<file path="src/design/csr_pkg.sv">
// CSR block shared definitions
// Register map, write and exception codes, bundles and update helpers

`default_nettype none

package csr_pkg;

	localparam int XLEN = 32; // RV32 only

	typedef logic [11:0] csr_addr_t;
	typedef logic [1:0]  csr_wtype_t;
	typedef logic [3:0]  except_t;

	// ------------------------------
	// Register map
	localparam csr_addr_t CSR_MVENDORID     = 12'hf11; // Read-only ID block
	localparam csr_addr_t CSR_MARCHID       = 12'hf12;
	localparam csr_addr_t CSR_MIMPID        = 12'hf13;
	localparam csr_addr_t CSR_MHARTID       = 12'hf14;
	localparam csr_addr_t CSR_MSTATUS       = 12'h300; // Trap setup
	localparam csr_addr_t CSR_MISA          = 12'h301;
	localparam csr_addr_t CSR_MIE           = 12'h304;
	localparam csr_addr_t CSR_MTVEC         = 12'h305;
	localparam csr_addr_t CSR_MSTATUSH      = 12'h310;
	localparam csr_addr_t CSR_MCOUNTINHIBIT = 12'h320;
	localparam csr_addr_t CSR_MSCRATCH      = 12'h340; // Trap handling
	localparam csr_addr_t CSR_MEPC          = 12'h341;
	localparam csr_addr_t CSR_MCAUSE        = 12'h342;
	localparam csr_addr_t CSR_MTVAL         = 12'h343;
	localparam csr_addr_t CSR_MIP           = 12'h344;
	localparam csr_addr_t CSR_MCYCLE        = 12'hb00; // Counters
	localparam csr_addr_t CSR_MINSTRET      = 12'hb02;
	localparam csr_addr_t CSR_MCYCLEH       = 12'hb80;
	localparam csr_addr_t CSR_MINSTRETH     = 12'hb82;
	localparam csr_addr_t CSR_MEIE0         = 12'hbe0; // Custom external IRQ regs
	localparam csr_addr_t CSR_MEIP0         = 12'hfe0;
	localparam csr_addr_t CSR_MLEI          = 12'hfe4;

	// ------------------------------
	// Codes
	localparam csr_wtype_t WTYPE_W = 2'h0; // Plain write
	localparam csr_wtype_t WTYPE_S = 2'h1; // Set bits
	localparam csr_wtype_t WTYPE_C = 2'h2; // Clear bits

	localparam except_t EXCEPT_NONE = 4'hf;
	localparam except_t EXCEPT_MRET = 4'ha; // Not a cause, pops the enable stack

	// Masks and reset values
	localparam logic [XLEN-1:0] MIE_WMASK     = 32'h0000_0888; // meie, mtie, msie
	localparam logic [XLEN-1:0] MTVEC_WMASK   = 32'hffff_fffd; // Mode bit 1 reserved
	localparam logic [XLEN-1:0] MEPC_MASK     = 32'hffff_fffe; // Halfword aligned
	localparam logic [XLEN-1:0] MTVEC_INIT    = 32'h0000_0000;
	localparam logic [XLEN-1:0] MVENDORID_VAL = 32'h0000_0000;
	localparam logic [XLEN-1:0] MARCHID_VAL   = 32'h0000_0001;
	localparam logic [XLEN-1:0] MIMPID_VAL    = 32'h0000_0100;
	localparam logic [XLEN-1:0] MHARTID_VAL   = 32'h0000_0000;

	// ------------------------------
	// Bundles
	typedef struct packed {
		logic            wen;
		csr_addr_t       addr;
		csr_wtype_t      wtype;
		logic [XLEN-1:0] wdata;
	} csr_wr_t;

	typedef struct packed {
		logic            mstatus_mie;
		logic            mstatus_mpie;
		logic [XLEN-1:0] mie;
		logic [XLEN-1:0] mtvec_base;   // Low two bits always zero
		logic            mtvec_vec;    // Vectored interrupts
		logic [XLEN-1:0] mepc;
		logic            mcause_irq;
		logic [4:0]      mcause_code;
	} trap_state_t;

	typedef struct packed {
		logic       take;       // Entry accepted this cycle
		logic       is_mret;
		logic       cause_irq;
		logic [5:0] cause_code;
	} trap_take_t;

	// Write to a register through its write type, under a mask of live bits
	function automatic logic [XLEN-1:0] csr_update(
		input logic [XLEN-1:0] prev,
		input csr_wr_t         wr,
		input logic [XLEN-1:0] mask
	);
		logic [XLEN-1:0] next;
		case (wr.wtype)
			WTYPE_S: next = prev | wr.wdata;
			WTYPE_C: next = prev & ~wr.wdata;
			default: next = wr.wdata;
		endcase
		return (next & mask) | (prev & ~mask);
	endfunction

	function automatic logic csr_hit(input csr_wr_t wr, input csr_addr_t a);
		return wr.wen && (wr.addr == a);
	endfunction

	// Index of lowest set bit, 0 when nothing is set
	function automatic logic [4:0] prio_encode(input logic [31:0] req);
		logic [4:0] idx;
		idx = '0;
		for (int i = 31; i >= 0; i--) begin
			if (req[i])
				idx = 5'(i);
		end
		return idx;
	endfunction

endpackage

`default_nettype wire

</file>
<file path="src/design/csr_trap_regs.sv">
// Trap setup and handling registers
// Enable stack, mscratch, mtvec, mepc, mcause and mie with trap/mret updates

`default_nettype none
`timescale 1ns/1ns

module csr_trap_regs (
	input  logic                     clk,
	input  logic                     rst_n,
	input  csr_pkg::csr_wr_t         wr,
	input  csr_pkg::trap_take_t      take,
	input  logic [csr_pkg::XLEN-1:0] mepc_in,
	output csr_pkg::trap_state_t     state,
	output logic [csr_pkg::XLEN-1:0] mscratch
);
	import csr_pkg::*;

	logic            mstatus_mie;  // Global enable
	logic            mstatus_mpie; // Stacked enable
	logic [XLEN-1:0] mie_q;
	logic [XLEN-1:2] mtvec_base;
	logic            mtvec_vec;
	logic [XLEN-1:0] mepc_q;
	logic            mcause_irq;
	logic [4:0]      mcause_code;

	logic            trap_entry; // Real trap, not mret
	logic [XLEN-1:0] mstatus_wr;
	logic [XLEN-1:0] mtvec_wr;
	logic [XLEN-1:0] mcause_wr;

	assign trap_entry = take.take && !take.is_mret;
	// Register images under their write masks
	assign mstatus_wr = csr_update({24'h0, mstatus_mpie, 3'h0, mstatus_mie, 3'h0}, wr, 32'h88);
	assign mtvec_wr   = csr_update({mtvec_base, 1'b0, mtvec_vec}, wr, MTVEC_WMASK);
	assign mcause_wr  = csr_update({mcause_irq, 26'h0, mcause_code}, wr, 32'h8000_001f);

	// ------------------------------
	// Enable stack
	always_ff @(posedge clk or negedge rst_n) begin
		if (!rst_n) begin
			mstatus_mie  <= 1'b0;
			mstatus_mpie <= 1'b0;
		end else if (take.take) begin
			if (take.is_mret) begin // Pop, MPIE back to 1
				mstatus_mie  <= mstatus_mpie;
				mstatus_mpie <= 1'b1;
			end else begin // Push and mask
				mstatus_mpie <= mstatus_mie;
				mstatus_mie  <= 1'b0;
			end
		end else if (csr_hit(wr, CSR_MSTATUS)) begin
			mstatus_mie  <= mstatus_wr[3];
			mstatus_mpie <= mstatus_wr[7];
		end
	end

	// Trap entry beats a same-cycle write
	always_ff @(posedge clk or negedge rst_n) begin
		if (!rst_n) begin
			mepc_q      <= '0;
			mcause_irq  <= 1'b0;
			mcause_code <= '0;
		end else if (trap_entry) begin
			mepc_q      <= mepc_in & MEPC_MASK;
			mcause_irq  <= take.cause_irq;
			mcause_code <= take.cause_code[4:0]; // Codes above 31 wrap, as on read
		end else begin
			if (csr_hit(wr, CSR_MEPC))
				mepc_q <= csr_update(mepc_q, wr, MEPC_MASK);
			if (csr_hit(wr, CSR_MCAUSE)) begin
				mcause_irq  <= mcause_wr[31];
				mcause_code <= mcause_wr[4:0];
			end
		end
	end

	// ------------------------------
	// Software-only registers
	always_ff @(posedge clk or negedge rst_n) begin
		if (!rst_n) begin
			mscratch   <= '0;
			mie_q      <= '0;
			mtvec_base <= MTVEC_INIT[XLEN-1:2];
			mtvec_vec  <= MTVEC_INIT[0];
		end else begin
			if (csr_hit(wr, CSR_MSCRATCH))
				mscratch <= csr_update(mscratch, wr, '1);
			if (csr_hit(wr, CSR_MIE))
				mie_q <= csr_update(mie_q, wr, MIE_WMASK);
			if (csr_hit(wr, CSR_MTVEC)) begin
				mtvec_base <= mtvec_wr[XLEN-1:2];
				mtvec_vec  <= mtvec_wr[0];
			end
		end
	end

	assign state = '{
		mstatus_mie:  mstatus_mie,
		mstatus_mpie: mstatus_mpie,
		mie:          mie_q,
		mtvec_base:   {mtvec_base, 2'b00},
		mtvec_vec:    mtvec_vec,
		mepc:         mepc_q,
		mcause_irq:   mcause_irq,
		mcause_code:  mcause_code
	};

endmodule

`default_nettype wire

</file>
<file path="src/design/csr_counters.sv">
// Cycle and retired-instruction counters
// Free-running unless inhibited, both halves writable

`default_nettype none
`timescale 1ns/1ns

module csr_counters #(
	parameter int W_COUNTER = 64 // Bits above this hold their value
) (
	input  logic                     clk,
	input  logic                     rst_n,
	input  csr_pkg::csr_wr_t         wr,
	input  logic                     instr_ret,
	output logic [csr_pkg::XLEN-1:0] mcycle,
	output logic [csr_pkg::XLEN-1:0] mcycleh,
	output logic [csr_pkg::XLEN-1:0] minstret,
	output logic [csr_pkg::XLEN-1:0] minstreth,
	output logic                     inhibit_cy,
	output logic                     inhibit_ir
);
	import csr_pkg::*;

	localparam logic [2*XLEN-1:0] HOLD_MASK = {(2*XLEN){1'b1}} << W_COUNTER; // Frozen bits

	logic [1:0]      ctr_inc;      // 0 cycle, 1 instret
	logic [XLEN-1:0] inhibit_next;

	assign ctr_inc[0] = !inhibit_cy;
	assign ctr_inc[1] = !inhibit_ir && instr_ret;

	// ------------------------------
	// One 64-bit counter per event
	for (genvar i = 0; i < 2; i++) begin : g_ctr
		localparam csr_addr_t LO_ADDR = (i == 0) ? CSR_MCYCLE  : CSR_MINSTRET;
		localparam csr_addr_t HI_ADDR = (i == 0) ? CSR_MCYCLEH : CSR_MINSTRETH;

		logic [2*XLEN-1:0] ctr_q;
		logic [2*XLEN-1:0] ctr_next;

		assign ctr_next = ((ctr_q + 1'b1) & ~HOLD_MASK) | (ctr_q & HOLD_MASK);

		always_ff @(posedge clk or negedge rst_n) begin
			if (!rst_n) begin
				ctr_q <= '0;
			end else begin
				if (ctr_inc[i])
					ctr_q <= ctr_next;
				if (csr_hit(wr, LO_ADDR)) // Later assignment, so write wins
					ctr_q[XLEN-1:0] <= csr_update(ctr_q[XLEN-1:0], wr, '1);
				if (csr_hit(wr, HI_ADDR))
					ctr_q[2*XLEN-1:XLEN] <= csr_update(ctr_q[2*XLEN-1:XLEN], wr, '1);
			end
		end
	end

	assign mcycle    = g_ctr[0].ctr_q[XLEN-1:0];
	assign mcycleh   = g_ctr[0].ctr_q[2*XLEN-1:XLEN];
	assign minstret  = g_ctr[1].ctr_q[XLEN-1:0];
	assign minstreth = g_ctr[1].ctr_q[2*XLEN-1:XLEN];

	// Inhibit bits sit at CY (0) and IR (2)
	assign inhibit_next = csr_update({29'h0, inhibit_ir, 1'b0, inhibit_cy}, wr, 32'h5);

	always_ff @(posedge clk or negedge rst_n) begin
		if (!rst_n) begin
			inhibit_cy <= 1'b0;
			inhibit_ir <= 1'b0;
		end else if (csr_hit(wr, CSR_MCOUNTINHIBIT)) begin
			inhibit_cy <= inhibit_next[0];
			inhibit_ir <= inhibit_next[2];
		end
	end

endmodule

`default_nettype wire

</file>
<file path="src/design/csr_irq_ctrl.sv">
// Interrupt control and trap request generation
// Registers IRQ lines, holds meie0, picks the cause and the trap target

`default_nettype none
`timescale 1ns/1ns

module csr_irq_ctrl #(
	parameter int NUM_IRQ = 16 // External lines, up to 32
) (
	input  logic                     clk,
	input  logic                     rst_n,
	input  csr_pkg::csr_wr_t         wr,
	input  csr_pkg::except_t         except,
	input  logic [NUM_IRQ-1:0]       irq,
	input  logic                     irq_software,
	input  logic                     irq_timer,
	input  csr_pkg::trap_state_t     state,
	input  logic                     trap_enter_rdy,
	output logic [csr_pkg::XLEN-1:0] trap_addr,
	output logic                     trap_is_irq,
	output logic                     trap_enter_vld,
	output csr_pkg::trap_take_t      take,
	output logic [csr_pkg::XLEN-1:0] mip,
	output logic [csr_pkg::XLEN-1:0] meie0,
	output logic [csr_pkg::XLEN-1:0] meip0,
	output logic [csr_pkg::XLEN-1:0] mlei
);
	import csr_pkg::*;

	localparam logic [XLEN-1:0] MEIE0_WMASK = ~({XLEN{1'b1}} << NUM_IRQ); // Implemented lines
	localparam logic [XLEN-1:0] MEIP_BIT    = 32'h0000_0800;

	logic [NUM_IRQ-1:0] irq_q;
	logic               sw_q;
	logic               tm_q;
	logic [XLEN-1:0]    std_req;     // Enabled standard sources, meip excluded
	logic               ext_pending;
	logic               std_active;
	logic               ext_active;
	logic               exc_req;     // Exception or mret present
	logic [4:0]         std_num;
	logic [4:0]         ext_num;
	logic [5:0]         irq_cause;
	logic [5:0]         vector_sel;

	// ------------------------------
	// Input registers and meie0
	always_ff @(posedge clk or negedge rst_n) begin
		if (!rst_n) begin
			irq_q <= '0;
			sw_q  <= 1'b0;
			tm_q  <= 1'b0;
			meie0 <= '0;
		end else begin
			irq_q <= irq;
			sw_q  <= irq_software;
			tm_q  <= irq_timer;
			if (csr_hit(wr, CSR_MEIE0))
				meie0 <= csr_update(meie0, wr, MEIE0_WMASK);
		end
	end

	assign meip0       = XLEN'(irq_q);
	assign ext_pending = |(meie0 & meip0);
	assign mip         = {20'h0, ext_pending, 3'h0, tm_q, 3'h0, sw_q, 3'h0};

	// External lines trap through their own codes, not through mip.meip
	assign std_req    = mip & ~MEIP_BIT & state.mie;
	assign std_active = |std_req && state.mstatus_mie;
	assign ext_active = ext_pending && state.mie[11] && state.mstatus_mie;
	assign std_num    = prio_encode(std_req);
	assign ext_num    = prio_encode(meie0 & meip0); // Lowest enabled pending line
	assign mlei       = XLEN'(ext_num);

	assign irq_cause = std_active ? {1'b0, std_num} :
		ext_active ? 6'd16 + {1'b0, ext_num} : 6'd0;

	// ------------------------------
	// Trap request
	assign exc_req        = except != EXCEPT_NONE; // Exceptions beat interrupts
	assign trap_enter_vld = exc_req || std_active || ext_active;
	assign trap_is_irq    = !exc_req;
	assign vector_sel     = (!exc_req && state.mtvec_vec) ? irq_cause : 6'd0;

	assign trap_addr = (except == EXCEPT_MRET) ? state.mepc :
		state.mtvec_base + {24'h0, vector_sel, 2'b00};

	assign take = '{
		take:       trap_enter_vld && trap_enter_rdy,
		is_mret:    except == EXCEPT_MRET,
		cause_irq:  !exc_req,
		cause_code: exc_req ? {2'b00, except} : irq_cause
	};

endmodule

`default_nettype wire

</file>
<file path="src/design/csr_read_decode.sv">
// CSR read mux and access check
// Combinational read data and illegal flag for the register port

`default_nettype none
`timescale 1ns/1ns

module csr_read_decode (
	input  csr_pkg::csr_addr_t       addr,
	input  logic                     wen,
	input  logic                     ren,
	input  csr_pkg::trap_state_t     state,
	input  logic [csr_pkg::XLEN-1:0] mscratch,
	input  logic [csr_pkg::XLEN-1:0] mcycle,
	input  logic [csr_pkg::XLEN-1:0] mcycleh,
	input  logic [csr_pkg::XLEN-1:0] minstret,
	input  logic [csr_pkg::XLEN-1:0] minstreth,
	input  logic                     inhibit_cy,
	input  logic                     inhibit_ir,
	input  logic [csr_pkg::XLEN-1:0] mip,
	input  logic [csr_pkg::XLEN-1:0] meie0,
	input  logic [csr_pkg::XLEN-1:0] meip0,
	input  logic [csr_pkg::XLEN-1:0] mlei,
	output logic [csr_pkg::XLEN-1:0] rdata,
	output logic                     illegal
);
	import csr_pkg::*;

	localparam logic [XLEN-1:0] MISA_VAL = 32'h4000_0100; // MXL 32-bit, I only

	logic decode_match;
	logic read_only;

	always_comb begin
		decode_match = 1'b1; // Dropped by default branch only
		rdata        = '0;
		case (addr)
			CSR_MSTATUS:       rdata = {19'h0, 2'b11, 3'h0, state.mstatus_mpie, // MPP is M
				3'h0, state.mstatus_mie, 3'h0};
			CSR_MSTATUSH,
			CSR_MTVAL:         rdata = '0; // Tied off
			CSR_MISA:          rdata = MISA_VAL;
			CSR_MVENDORID:     rdata = MVENDORID_VAL;
			CSR_MARCHID:       rdata = MARCHID_VAL;
			CSR_MIMPID:        rdata = MIMPID_VAL;
			CSR_MHARTID:       rdata = MHARTID_VAL;
			CSR_MSCRATCH:      rdata = mscratch;
			CSR_MEPC:          rdata = state.mepc;
			CSR_MCAUSE:        rdata = {state.mcause_irq, 26'h0, state.mcause_code}; // Sign = irq
			CSR_MIE:           rdata = state.mie;
			CSR_MIP:           rdata = mip; // Writes accepted, ignored
			CSR_MTVEC:         rdata = {state.mtvec_base[XLEN-1:2], 1'b0, state.mtvec_vec};
			CSR_MCOUNTINHIBIT: rdata = {29'h0, inhibit_ir, 1'b0, inhibit_cy};
			CSR_MCYCLE:        rdata = mcycle;
			CSR_MCYCLEH:       rdata = mcycleh;
			CSR_MINSTRET:      rdata = minstret;
			CSR_MINSTRETH:     rdata = minstreth;
			CSR_MEIE0:         rdata = meie0;
			CSR_MEIP0:         rdata = meip0;
			CSR_MLEI:          rdata = mlei;
			default:           decode_match = 1'b0;
		endcase
	end

	// IDs and external status are read-only
	assign read_only = addr inside {CSR_MVENDORID, CSR_MARCHID, CSR_MIMPID, CSR_MHARTID,
		CSR_MEIP0, CSR_MLEI};

	assign illegal = (wen || ren) && (!decode_match || (wen && read_only));

endmodule

`default_nettype wire

</file>
<file path="src/design/csr_file.sv">
// Machine-mode CSR block for a small RV32 core
// Register port, trap registers, counters and interrupt/trap request logic

`default_nettype none
`timescale 1ns/1ns

module csr_file #(
	parameter int NUM_IRQ   = 16, // External lines, up to 32
	parameter int W_COUNTER = 64  // Live counter bits, 33 to 64
) (
	input  logic                     clk,
	input  logic                     rst_n,
	// Register port
	input  csr_pkg::csr_addr_t       addr,
	input  logic [csr_pkg::XLEN-1:0] wdata,
	input  csr_pkg::csr_wtype_t      wtype,
	input  logic                     wen,
	input  logic                     ren,
	output logic [csr_pkg::XLEN-1:0] rdata,
	output logic                     illegal,
	// Trap handshake
	output logic [csr_pkg::XLEN-1:0] trap_addr,
	output logic                     trap_is_irq,
	output logic                     trap_enter_vld,
	input  logic                     trap_enter_rdy,
	input  logic [csr_pkg::XLEN-1:0] mepc_in,
	// Events from the core
	input  csr_pkg::except_t         except,
	input  logic [NUM_IRQ-1:0]       irq,
	input  logic                     irq_software,
	input  logic                     irq_timer,
	input  logic                     instr_ret
);
	import csr_pkg::*;

	csr_wr_t         wr;    // Write request bundle
	trap_state_t     state; // Trap registers seen by irq ctrl and read mux
	trap_take_t      take;  // Accepted trap or mret
	logic [XLEN-1:0] mscratch;
	logic [XLEN-1:0] mcycle, mcycleh, minstret, minstreth;
	logic            inhibit_cy, inhibit_ir;
	logic [XLEN-1:0] mip, meie0, meip0, mlei;

	assign wr = '{wen: wen, addr: addr, wtype: wtype, wdata: wdata};

	csr_trap_regs trap_regs_i (
		.clk, .rst_n, .wr, .take, .mepc_in, .state, .mscratch
	);

	csr_counters #(.W_COUNTER(W_COUNTER)) counters_i (
		.clk, .rst_n, .wr, .instr_ret,
		.mcycle, .mcycleh, .minstret, .minstreth, .inhibit_cy, .inhibit_ir
	);

	csr_irq_ctrl #(.NUM_IRQ(NUM_IRQ)) irq_ctrl_i (
		.clk, .rst_n, .wr, .except, .irq, .irq_software, .irq_timer, .state,
		.trap_enter_rdy, .trap_addr, .trap_is_irq, .trap_enter_vld, .take,
		.mip, .meie0, .meip0, .mlei
	);

	csr_read_decode read_decode_i (
		.addr, .wen, .ren, .state, .mscratch,
		.mcycle, .mcycleh, .minstret, .minstreth, .inhibit_cy, .inhibit_ir,
		.mip, .meie0, .meip0, .mlei, .rdata, .illegal
	);

endmodule

`default_nettype wire

</file>
<file path="config.mk">
export PLATFORM = sky130hd
export DESIGN_NAME = csr_file
export DESIGN_NICKNAME = d
export VERILOG_FILES = /design/src/design/csr_pkg.sv /design/src/design/csr_trap_regs.sv /design/src/design/csr_counters.sv /design/src/design/csr_irq_ctrl.sv /design/src/design/csr_read_decode.sv /design/src/design/csr_file.sv
export SDC_FILE = /design/constraint.sdc
export NUM_CORES = 1
export LEC_CHECK = 0
export ABC_AREA = 0
export BUFFER_PORTS_ARGS = -buffer_cell sky130_fd_sc_hd__clkbuf_2
export CAP_MARGIN = 40
export CORE_MARGIN = 1
export CORE_UTILIZATION = 50
export DETAILED_ROUTE_END_ITERATION = 10
export GPL_ROUTABILITY_DRIVEN = 0
export HOLD_SLACK_MARGIN = 0.05
export PLACE_DENSITY_LB_ADDON = 0.15
export SETUP_SLACK_MARGIN = 0.15
export SLEW_MARGIN = 20
export SYNTH_ARGS = -nofsm -noshare
export SYNTH_HDL_FRONTEND = slang
export SYNTH_SLANG_ARGS = --single-unit
</file>
<file path="constraint.sdc">
create_clock -name clk -period 7.9 [get_ports clk]
set_input_delay 1.58 -clock clk [delete_from_list [all_inputs] [get_ports clk]]
set_output_delay 1.58 -clock clk [all_outputs]
set_load 0.01 [all_outputs]
</file>
==> flow_summary.yaml, run 1 <==
status:
  outcome: "finished clean"
routing:
  drtAntennaViolNets: 0
  drc_errors: 0
  vias_per_cell: 7.45
  dr.pass1.iters: 8
  routedWlPerCell_um: 28.7
  vias: 19500
  drt_wl_total_um: 74900
  drtIter0Drc: 3244
sta:
  setup_viol: 0
  finalMaxSlewViolations: 0
  finClkSkew_ns: 0.0241
  max_freq_mhz: 145
  rsz0062_at_grt: "false"
  period_minus_slack_ns: 6.89
  worstMarginPinSlew_ns: 1.20
  relSlewSlack_pct: 20.3
  setup_tns_ns: 0
  hold_viol: 0
  period_share_pct: 87.2
synthesis:
  ys_types: 81
  ys_seq_area_share_pct: 38.6
  synth_area_um2: 17400
  synthFlopType: "dfrtp_1"
  synth_nets: 2153
  async_flop_share_pct: 100
  postSynthAreaPerCell_um2: 8.57
  synth-seq-cells: 269
  ys_warn_count: 0
  synth-edff-count: 0
  syn_inst: 2037
global_route:
  grt_pass1_wl_um: 112000
  antenna_found_initial: 1
  first_global_vias: 17900
  grt_max_degree: 163
  overflow: 0
  track_usage_pct: 41.4
layout:
  drive_above_1_share_pct: 15.5
  final_nets: 2251
  final_core_util_pct: 57.7
  area_growth_pct: 13.9
  fill_cells: 3097
  final_common_cell: "a21oi_1"
  layout_common_cells: "324 x a21oi_1, 269 x dfrtp_1, 170 x clkbuf_2"
floorplan:
  num_rows: 68
  io_pins: 173
  die_area_um2: 35600
  initial_utilization_pct: 50.6
  die_y_um: 189
  core-area_um2: 34500
  die_w_um: 189
place:
  numPortBuffers: 170
  dpl.hpwl_um: 52100
worst_setup_path:
  cp.arrival_ns: 5.31
  start_kind: "flip-flop"
  critPathRequiredTime_ns: 6.32
  criticalPathCategory: "flip-flop to output pin"
  crit_fanout: 9
  setup.worst_path.end_class: "output pin"
power_and_ir_drop:
  p_per_area_nw_per_um2: 183
  p_total_uw: 3640
  vdd_drop_max_v: 0.000160
  p_leak_uw: 0.00843
job:
  maxCapViolCount: 0
clock_tree:
  clk-insertion-delay-late_ns: 0.54
  clkTransAtPathRegs_ns: 0.05
  cts_made_buffers: 34
  cts_tree: "built"
  clock-sinks: 269
  clk_path_buf_depth: 3
  clock-root-buffer: "clkbuf_16"
  cts_resized: 0
  cts_setup_buffers: 0
  holdBufCountCts: 0
  htreeDepth: 2
min_path:
  hold_class: "flip-flop to flip-flop"
-- routing by layer --
layer	part of all wire, %	GRT usage, %	up-vias
met5	0	0	-
met4	5.6	20.0	0
met3	14	11.0	299
met2	41	58.5	1611
met1	39	58.5	9428
li1	-	-	8139
-- cells by family after synthesis --
| family | count (synthesis) | synth area share [%] |
|---|---|---|
| compound gates | 877 | 33.2 |
| xor+xnor | 52 | 2.61 |
| fa+ha+maj | 10 | 0.760 |
| buf+inv | 193 | 4.68 |
| flops | 269 | 38.6 |
| mux | 14 | 0.853 |
| other cells | 1 | 0.0215 |
| simple gates | 621 | 19.3 |
-- where the power goes --
part | switching, µW | total (µW) | internal (µW)
registers | 123 | 1580 | 1460
clock network | 636 | 1580 | 944
logic | 326 | 482 | 156
-- registers in the layout, summed over array words and instances (netlist names), 3 cells and up --
signal and flops:
trap_regs_i.mscratch 32, trap_regs_i.mie_q 3, irq_ctrl_i.irq_q 16, counters_i.g_ctr.ctr_q 128, irq_ctrl_i.meie0 16, trap_regs_i.mcause_code 5
trap_regs_i.mepc_q 31, trap_regs_i.mtvec_base 30
-- synth_stat cells, drive strengths merged, types with 5 or more instances --
master / instances / share of area [%]
a211oi: 80 / 3.4
a31oi: 13 / 0.47
a21oi: 324 / 9.3
a32oi: 7 / 0.35
a22oi: 69 / 3.0
a221oi: 76 / 3.8
and3: 61 / 2.2
a32o: 12 / 0.69
nor3: 34 / 1.1
nand2: 130 / 2.8
nand4b: 7 / 0.35
nor2: 126 / 2.7
or4: 6 / 0.32
or3: 10 / 0.39
o21ai: 101 / 2.9
nor4b: 6 / 0.41
buf: 63 / 1.9
inv: 21 / 0.45
nand3: 91 / 2.6
dfrtp: 269 / 39
clkbuf: 109 / 2.4
nand4: 51 / 1.8
o221ai: 6 / 0.30
nor4: 29 / 1.6
xnor2: 13 / 0.65
xor2: 39 / 2.0
ha: 9 / 0.65
o22ai: 9 / 0.32
a21o: 64 / 2.8
mux2i: 7 / 0.40
a221o: 7 / 0.40
nand2b: 8 / 0.29
or2: 5 / 0.18
and4: 14 / 0.70
a222oi: 29 / 1.7
mux2: 7 / 0.45
o211ai: 25 / 1.1
a22o: 13 / 0.65
and2: 23 / 0.82
-- final timing paths --
check / slack [ns] / to / depth (start not counted) / startpoint
max: 1.01 / trap_addr[31] / 13 / irq_ctrl_i.irq_q[12]
min: 0.53 / counters_i.g_ctr[0].ctr_q[62] / 1 / counters_i.g_ctr[0].ctr_q[62]
max reg2reg: 4.50 / trap_regs_i.mepc_q[18] / 7 / irq_ctrl_i.irq_q[12]
min reg2reg: 0.53 / counters_i.g_ctr[0].ctr_q[62] / 1 / counters_i.g_ctr[0].ctr_q[62]
max in group asynchronous: 5.22 / counters_i.g_ctr[1].ctr_q[21] / 2 / rst_n
min in group asynchronous: 1.09 / trap_regs_i.mcause_code[4] / 1 / rst_n
-- through the flow --
step / std cells / worst slack [ns] / hold WS (ns) / cell area, µm²
2_1_floorplan: 2037 / 2.42 / 0.467 / 17400
3_3_place_gp: 2533 / 1.31 / 0.494 / 18600
3_5_place_dp: 2550 / 1.29 / 0.501 / 18800
4_1_cts: 2608 / 1.26 / 0.512 / 19900
5_1_grt: 2612 / 0.886 / 0.542 / 19900
6_report: 2613 / 1.01 / 0.527 / 19900
-- cell type report --
cell class / count / area, µm² / share of cell area [%]
Antenna cell: 1 / 2.50 / 0.0126
Clock buffer: 52 / 1010 / 5.08
Clock inverter: 6 / 87.6 / 0.441
Inverter: 21 / 78.8 / 0.396
Multi-Input combinational cell: 1575 / 10000 / 50.3
Sequential cell: 269 / 6730 / 33.9
Tap cell: 455 / 569 / 2.86
Timing Repair Buffer: 234 / 1410 / 7.07
-- worst max-delay path, cell delays in order (launching register included) --
cell	delay, ns
dfrtp_1	0.55
a22oi_1	0.15
and4_1	0.32
a21oi_1	0.59
o2111ai_1	0.24
a21boi_0	0.54
ha_1	0.28
a211oi_1	0.08
o21ai_0	0.18
o2111a_1	0.65
nor3b_1	0.72
xnor2_1	0.13
a21oi_1	0.17
clkbuf_2	0.14
Note: power is estimated with default switching activity, not from simulation.
==> inputs of run 2 (changes only) <==
--- a/config.mk
+++ b/config.mk
@@ -15,7 +15,7 @@
 export HOLD_SLACK_MARGIN = 0.05
 export PLACE_DENSITY_LB_ADDON = 0.15
 export SETUP_SLACK_MARGIN = 0.15
-export SLEW_MARGIN = 20
+export SLEW_MARGIN = 10
 export SYNTH_ARGS = -nofsm -noshare
 export SYNTH_HDL_FRONTEND = slang
 export SYNTH_SLANG_ARGS = --single-unit
==> constraint.sdc (replaced) <==
create_clock -name clk -period 6.2 [get_ports clk]
set_input_delay 1.24 -clock clk [delete_from_list [all_inputs] [get_ports clk]]
set_output_delay 1.24 -clock clk [all_outputs]
set_load 0.01 [all_outputs]
==> flow_summary.yaml, run 2 (synthesized netlist as in run 1, its figures left out) <==
sta:
  max_freq_mhz: 171
  period_share_pct: 94.2
  setup_tns_ns: 0
  hold_viol: 0
  worstMarginPinSlew_ns: 0.969
  rsz0062_at_grt: "false"
  setup_viol: 0
  finalMaxSlewViolations: 0
  hold_slack_ns: 0.520
  finClkSkew_ns: 0.0298
  setup_ws_ns: 0.363
  period_minus_slack_ns: 5.84
  relSlewSlack_pct: 34.8
power_and_ir_drop:
  p_per_area_nw_per_um2: 234
  pwr-share-clk_pct: 43.5
  combPwrFrac_pct: 13.3
  p_int_uw: 3230
  switching_share_pct: 30.7
  p_leak_uw: 0.00849
  vdd_drop_max_v: 0.000178
  seqPwrFrac_pct: 43.2
  switching_power_uw: 1430
floorplan:
  io_pins: 173
  initial_utilization_pct: 50.6
  die_w_um: 189
  num_rows: 68
  die_area_um2: 35600
  die_y_um: 189
  core-area_um2: 34500
layout:
  final_common_cell: "a21oi_1"
  largest-register: "counters_i.g_ctr.ctr_q"
  reg_top3: "counters_i.g_ctr.ctr_q (128), trap_regs_i.mscratch (32), trap_regs_i.mepc_q (31)"
  final_nets: 2263
  final_core_util_pct: 58.0
  area_growth_pct: 14.5
  largest_reg_flops: 128
  instances_no_fill: 2625
  n_antenna_cell: 0
  drive_above_1_share_pct: 16.3
  layout_common_cells: "323 x a21oi_1, 269 x dfrtp_1, 169 x clkbuf_2"
routing:
  vias: 19400
  drtAntennaViolNets: 0
  drt_wl_total_um: 75500
  drc_errors: 0
  vias_per_cell: 7.40
  drtIter0Drc: 3511
  dr.pass1.iters: 9
  routedWlPerCell_um: 28.8
clock_tree:
  clk-insertion-delay-late_ns: 0.58
  clock-root-buffer: "clkbuf_16"
  clkTransAtPathRegs_ns: 0.06
  holdBufCountCts: 0
  cts_resized: 0
  htreeDepth: 2
  clock-sinks: 269
  cts_setup_buffers: 0
  clk_path_buf_depth: 3
  cts_made_buffers: 35
  cts_tree: "built"
global_route:
  grt_max_degree: 118
  grt_pass1_wl_um: 112000
  antenna_found_initial: 0
  first_global_vias: 17900
  track_usage_pct: 41.7
  overflow: 0
worst_setup_path:
  criticalPathCategory: "flip-flop to output pin"
  worstPathCellList: "a22o_1 -> a31oi_1 -> o21ai_0 -> a31o_2 -> a21oi_1 -> nor2_1 -> ha_1 -> fa_1 -> a21oi_1 -> o211ai_1 -> buf_4 -> and2_2 -> buf_4 -> xnor2_1 -> o21ai_0 -> clkbuf_2"
  start_kind: "flip-flop"
  cpPeakStageDelay_ns: 0.44
  critPathRequiredTime_ns: 4.96
  setup.worst_path.end_class: "output pin"
  cp.arrival_ns: 4.60
  path_delay_family: "compound AO/OA/AOI/OAI gates"
  path_buf_inv: 3
  crit_slowest_cell: "dfrtp_1"
  crit_fanout: 8
min_path:
  hold_class: "flip-flop to flip-flop"
place:
  pre_cts_ws_ns: 0.522
  dpl.hpwl_um: 52900
  numPortBuffers: 170
  dpl.cell_count: 2565
status:
  outcome: "finished clean"
job:
  maxCapViolCount: 0
[run 2: per-layer routing]
layer	global-route usage, %	routed length [µm]	vias to the layer above	part of all wire, %
met4	21.9	4670	0	6.2
met2	57.8	30600	1613	40
met3	11.8	10900	297	14
met5	0.275	0	-	0
li1	-	-	8180	-
met1	58.6	29300	9324	39
[run 2: stage by stage]
stage | total power (µW) | instance area, µm²
after detailed placement | 2630 | 18800
after CTS | 4640 | 20000
after global placement | 2600 | 18700
final | 4660 | 20000
after floorplan | 2330 | 17400
after global routing | 4780 | 20000
[run 2: final timing paths]
path                                                 end  cells past startpoint  slack, ns                           from
max in group asynchronous           irq_ctrl_i.irq_q[10]                      2       4.24                          rst_n
min reg2reg                counters_i.g_ctr[0].ctr_q[62]                      1       0.52  counters_i.g_ctr[0].ctr_q[62]
min                        counters_i.g_ctr[0].ctr_q[62]                      1       0.52  counters_i.g_ctr[0].ctr_q[62]
max reg2reg                counters_i.g_ctr[0].ctr_q[32]                      6       2.99          counters_i.inhibit_cy
max                                        trap_addr[16]                     16       0.36           irq_ctrl_i.meie0[11]
min in group asynchronous     trap_regs_i.mcause_code[4]                      1       0.72                          rst_n
[run 2: area by class of cell]
| cell class | count | area, µm² |
|---|---|---|
| fill | 3149 | 14500 |
| clock buffer | 47 | 961 |
| inverter | 21 | 78.8 |
| tap | 455 | 569 |
| timing repair buffer | 245 | 1480 |
| multi-input combinational | 1575 | 10000 |
| sequential | 269 | 6730 |
| clock inverter | 13 | 143 |
[run 2: power groups by stage]
| stage | Combinational [µW] | Clock (µW) | Sequential [µW] |
|---|---|---|---|
| floorplan | 362 | 0 | 1970 |
| global placement | 569 | 0 | 2030 |
| detailed placement | 591 | 0 | 2040 |
| CTS | 596 | 2030 | 2010 |
| global route | 660 | 2090 | 2020 |
| finish | 619 | 2030 | 2020 |
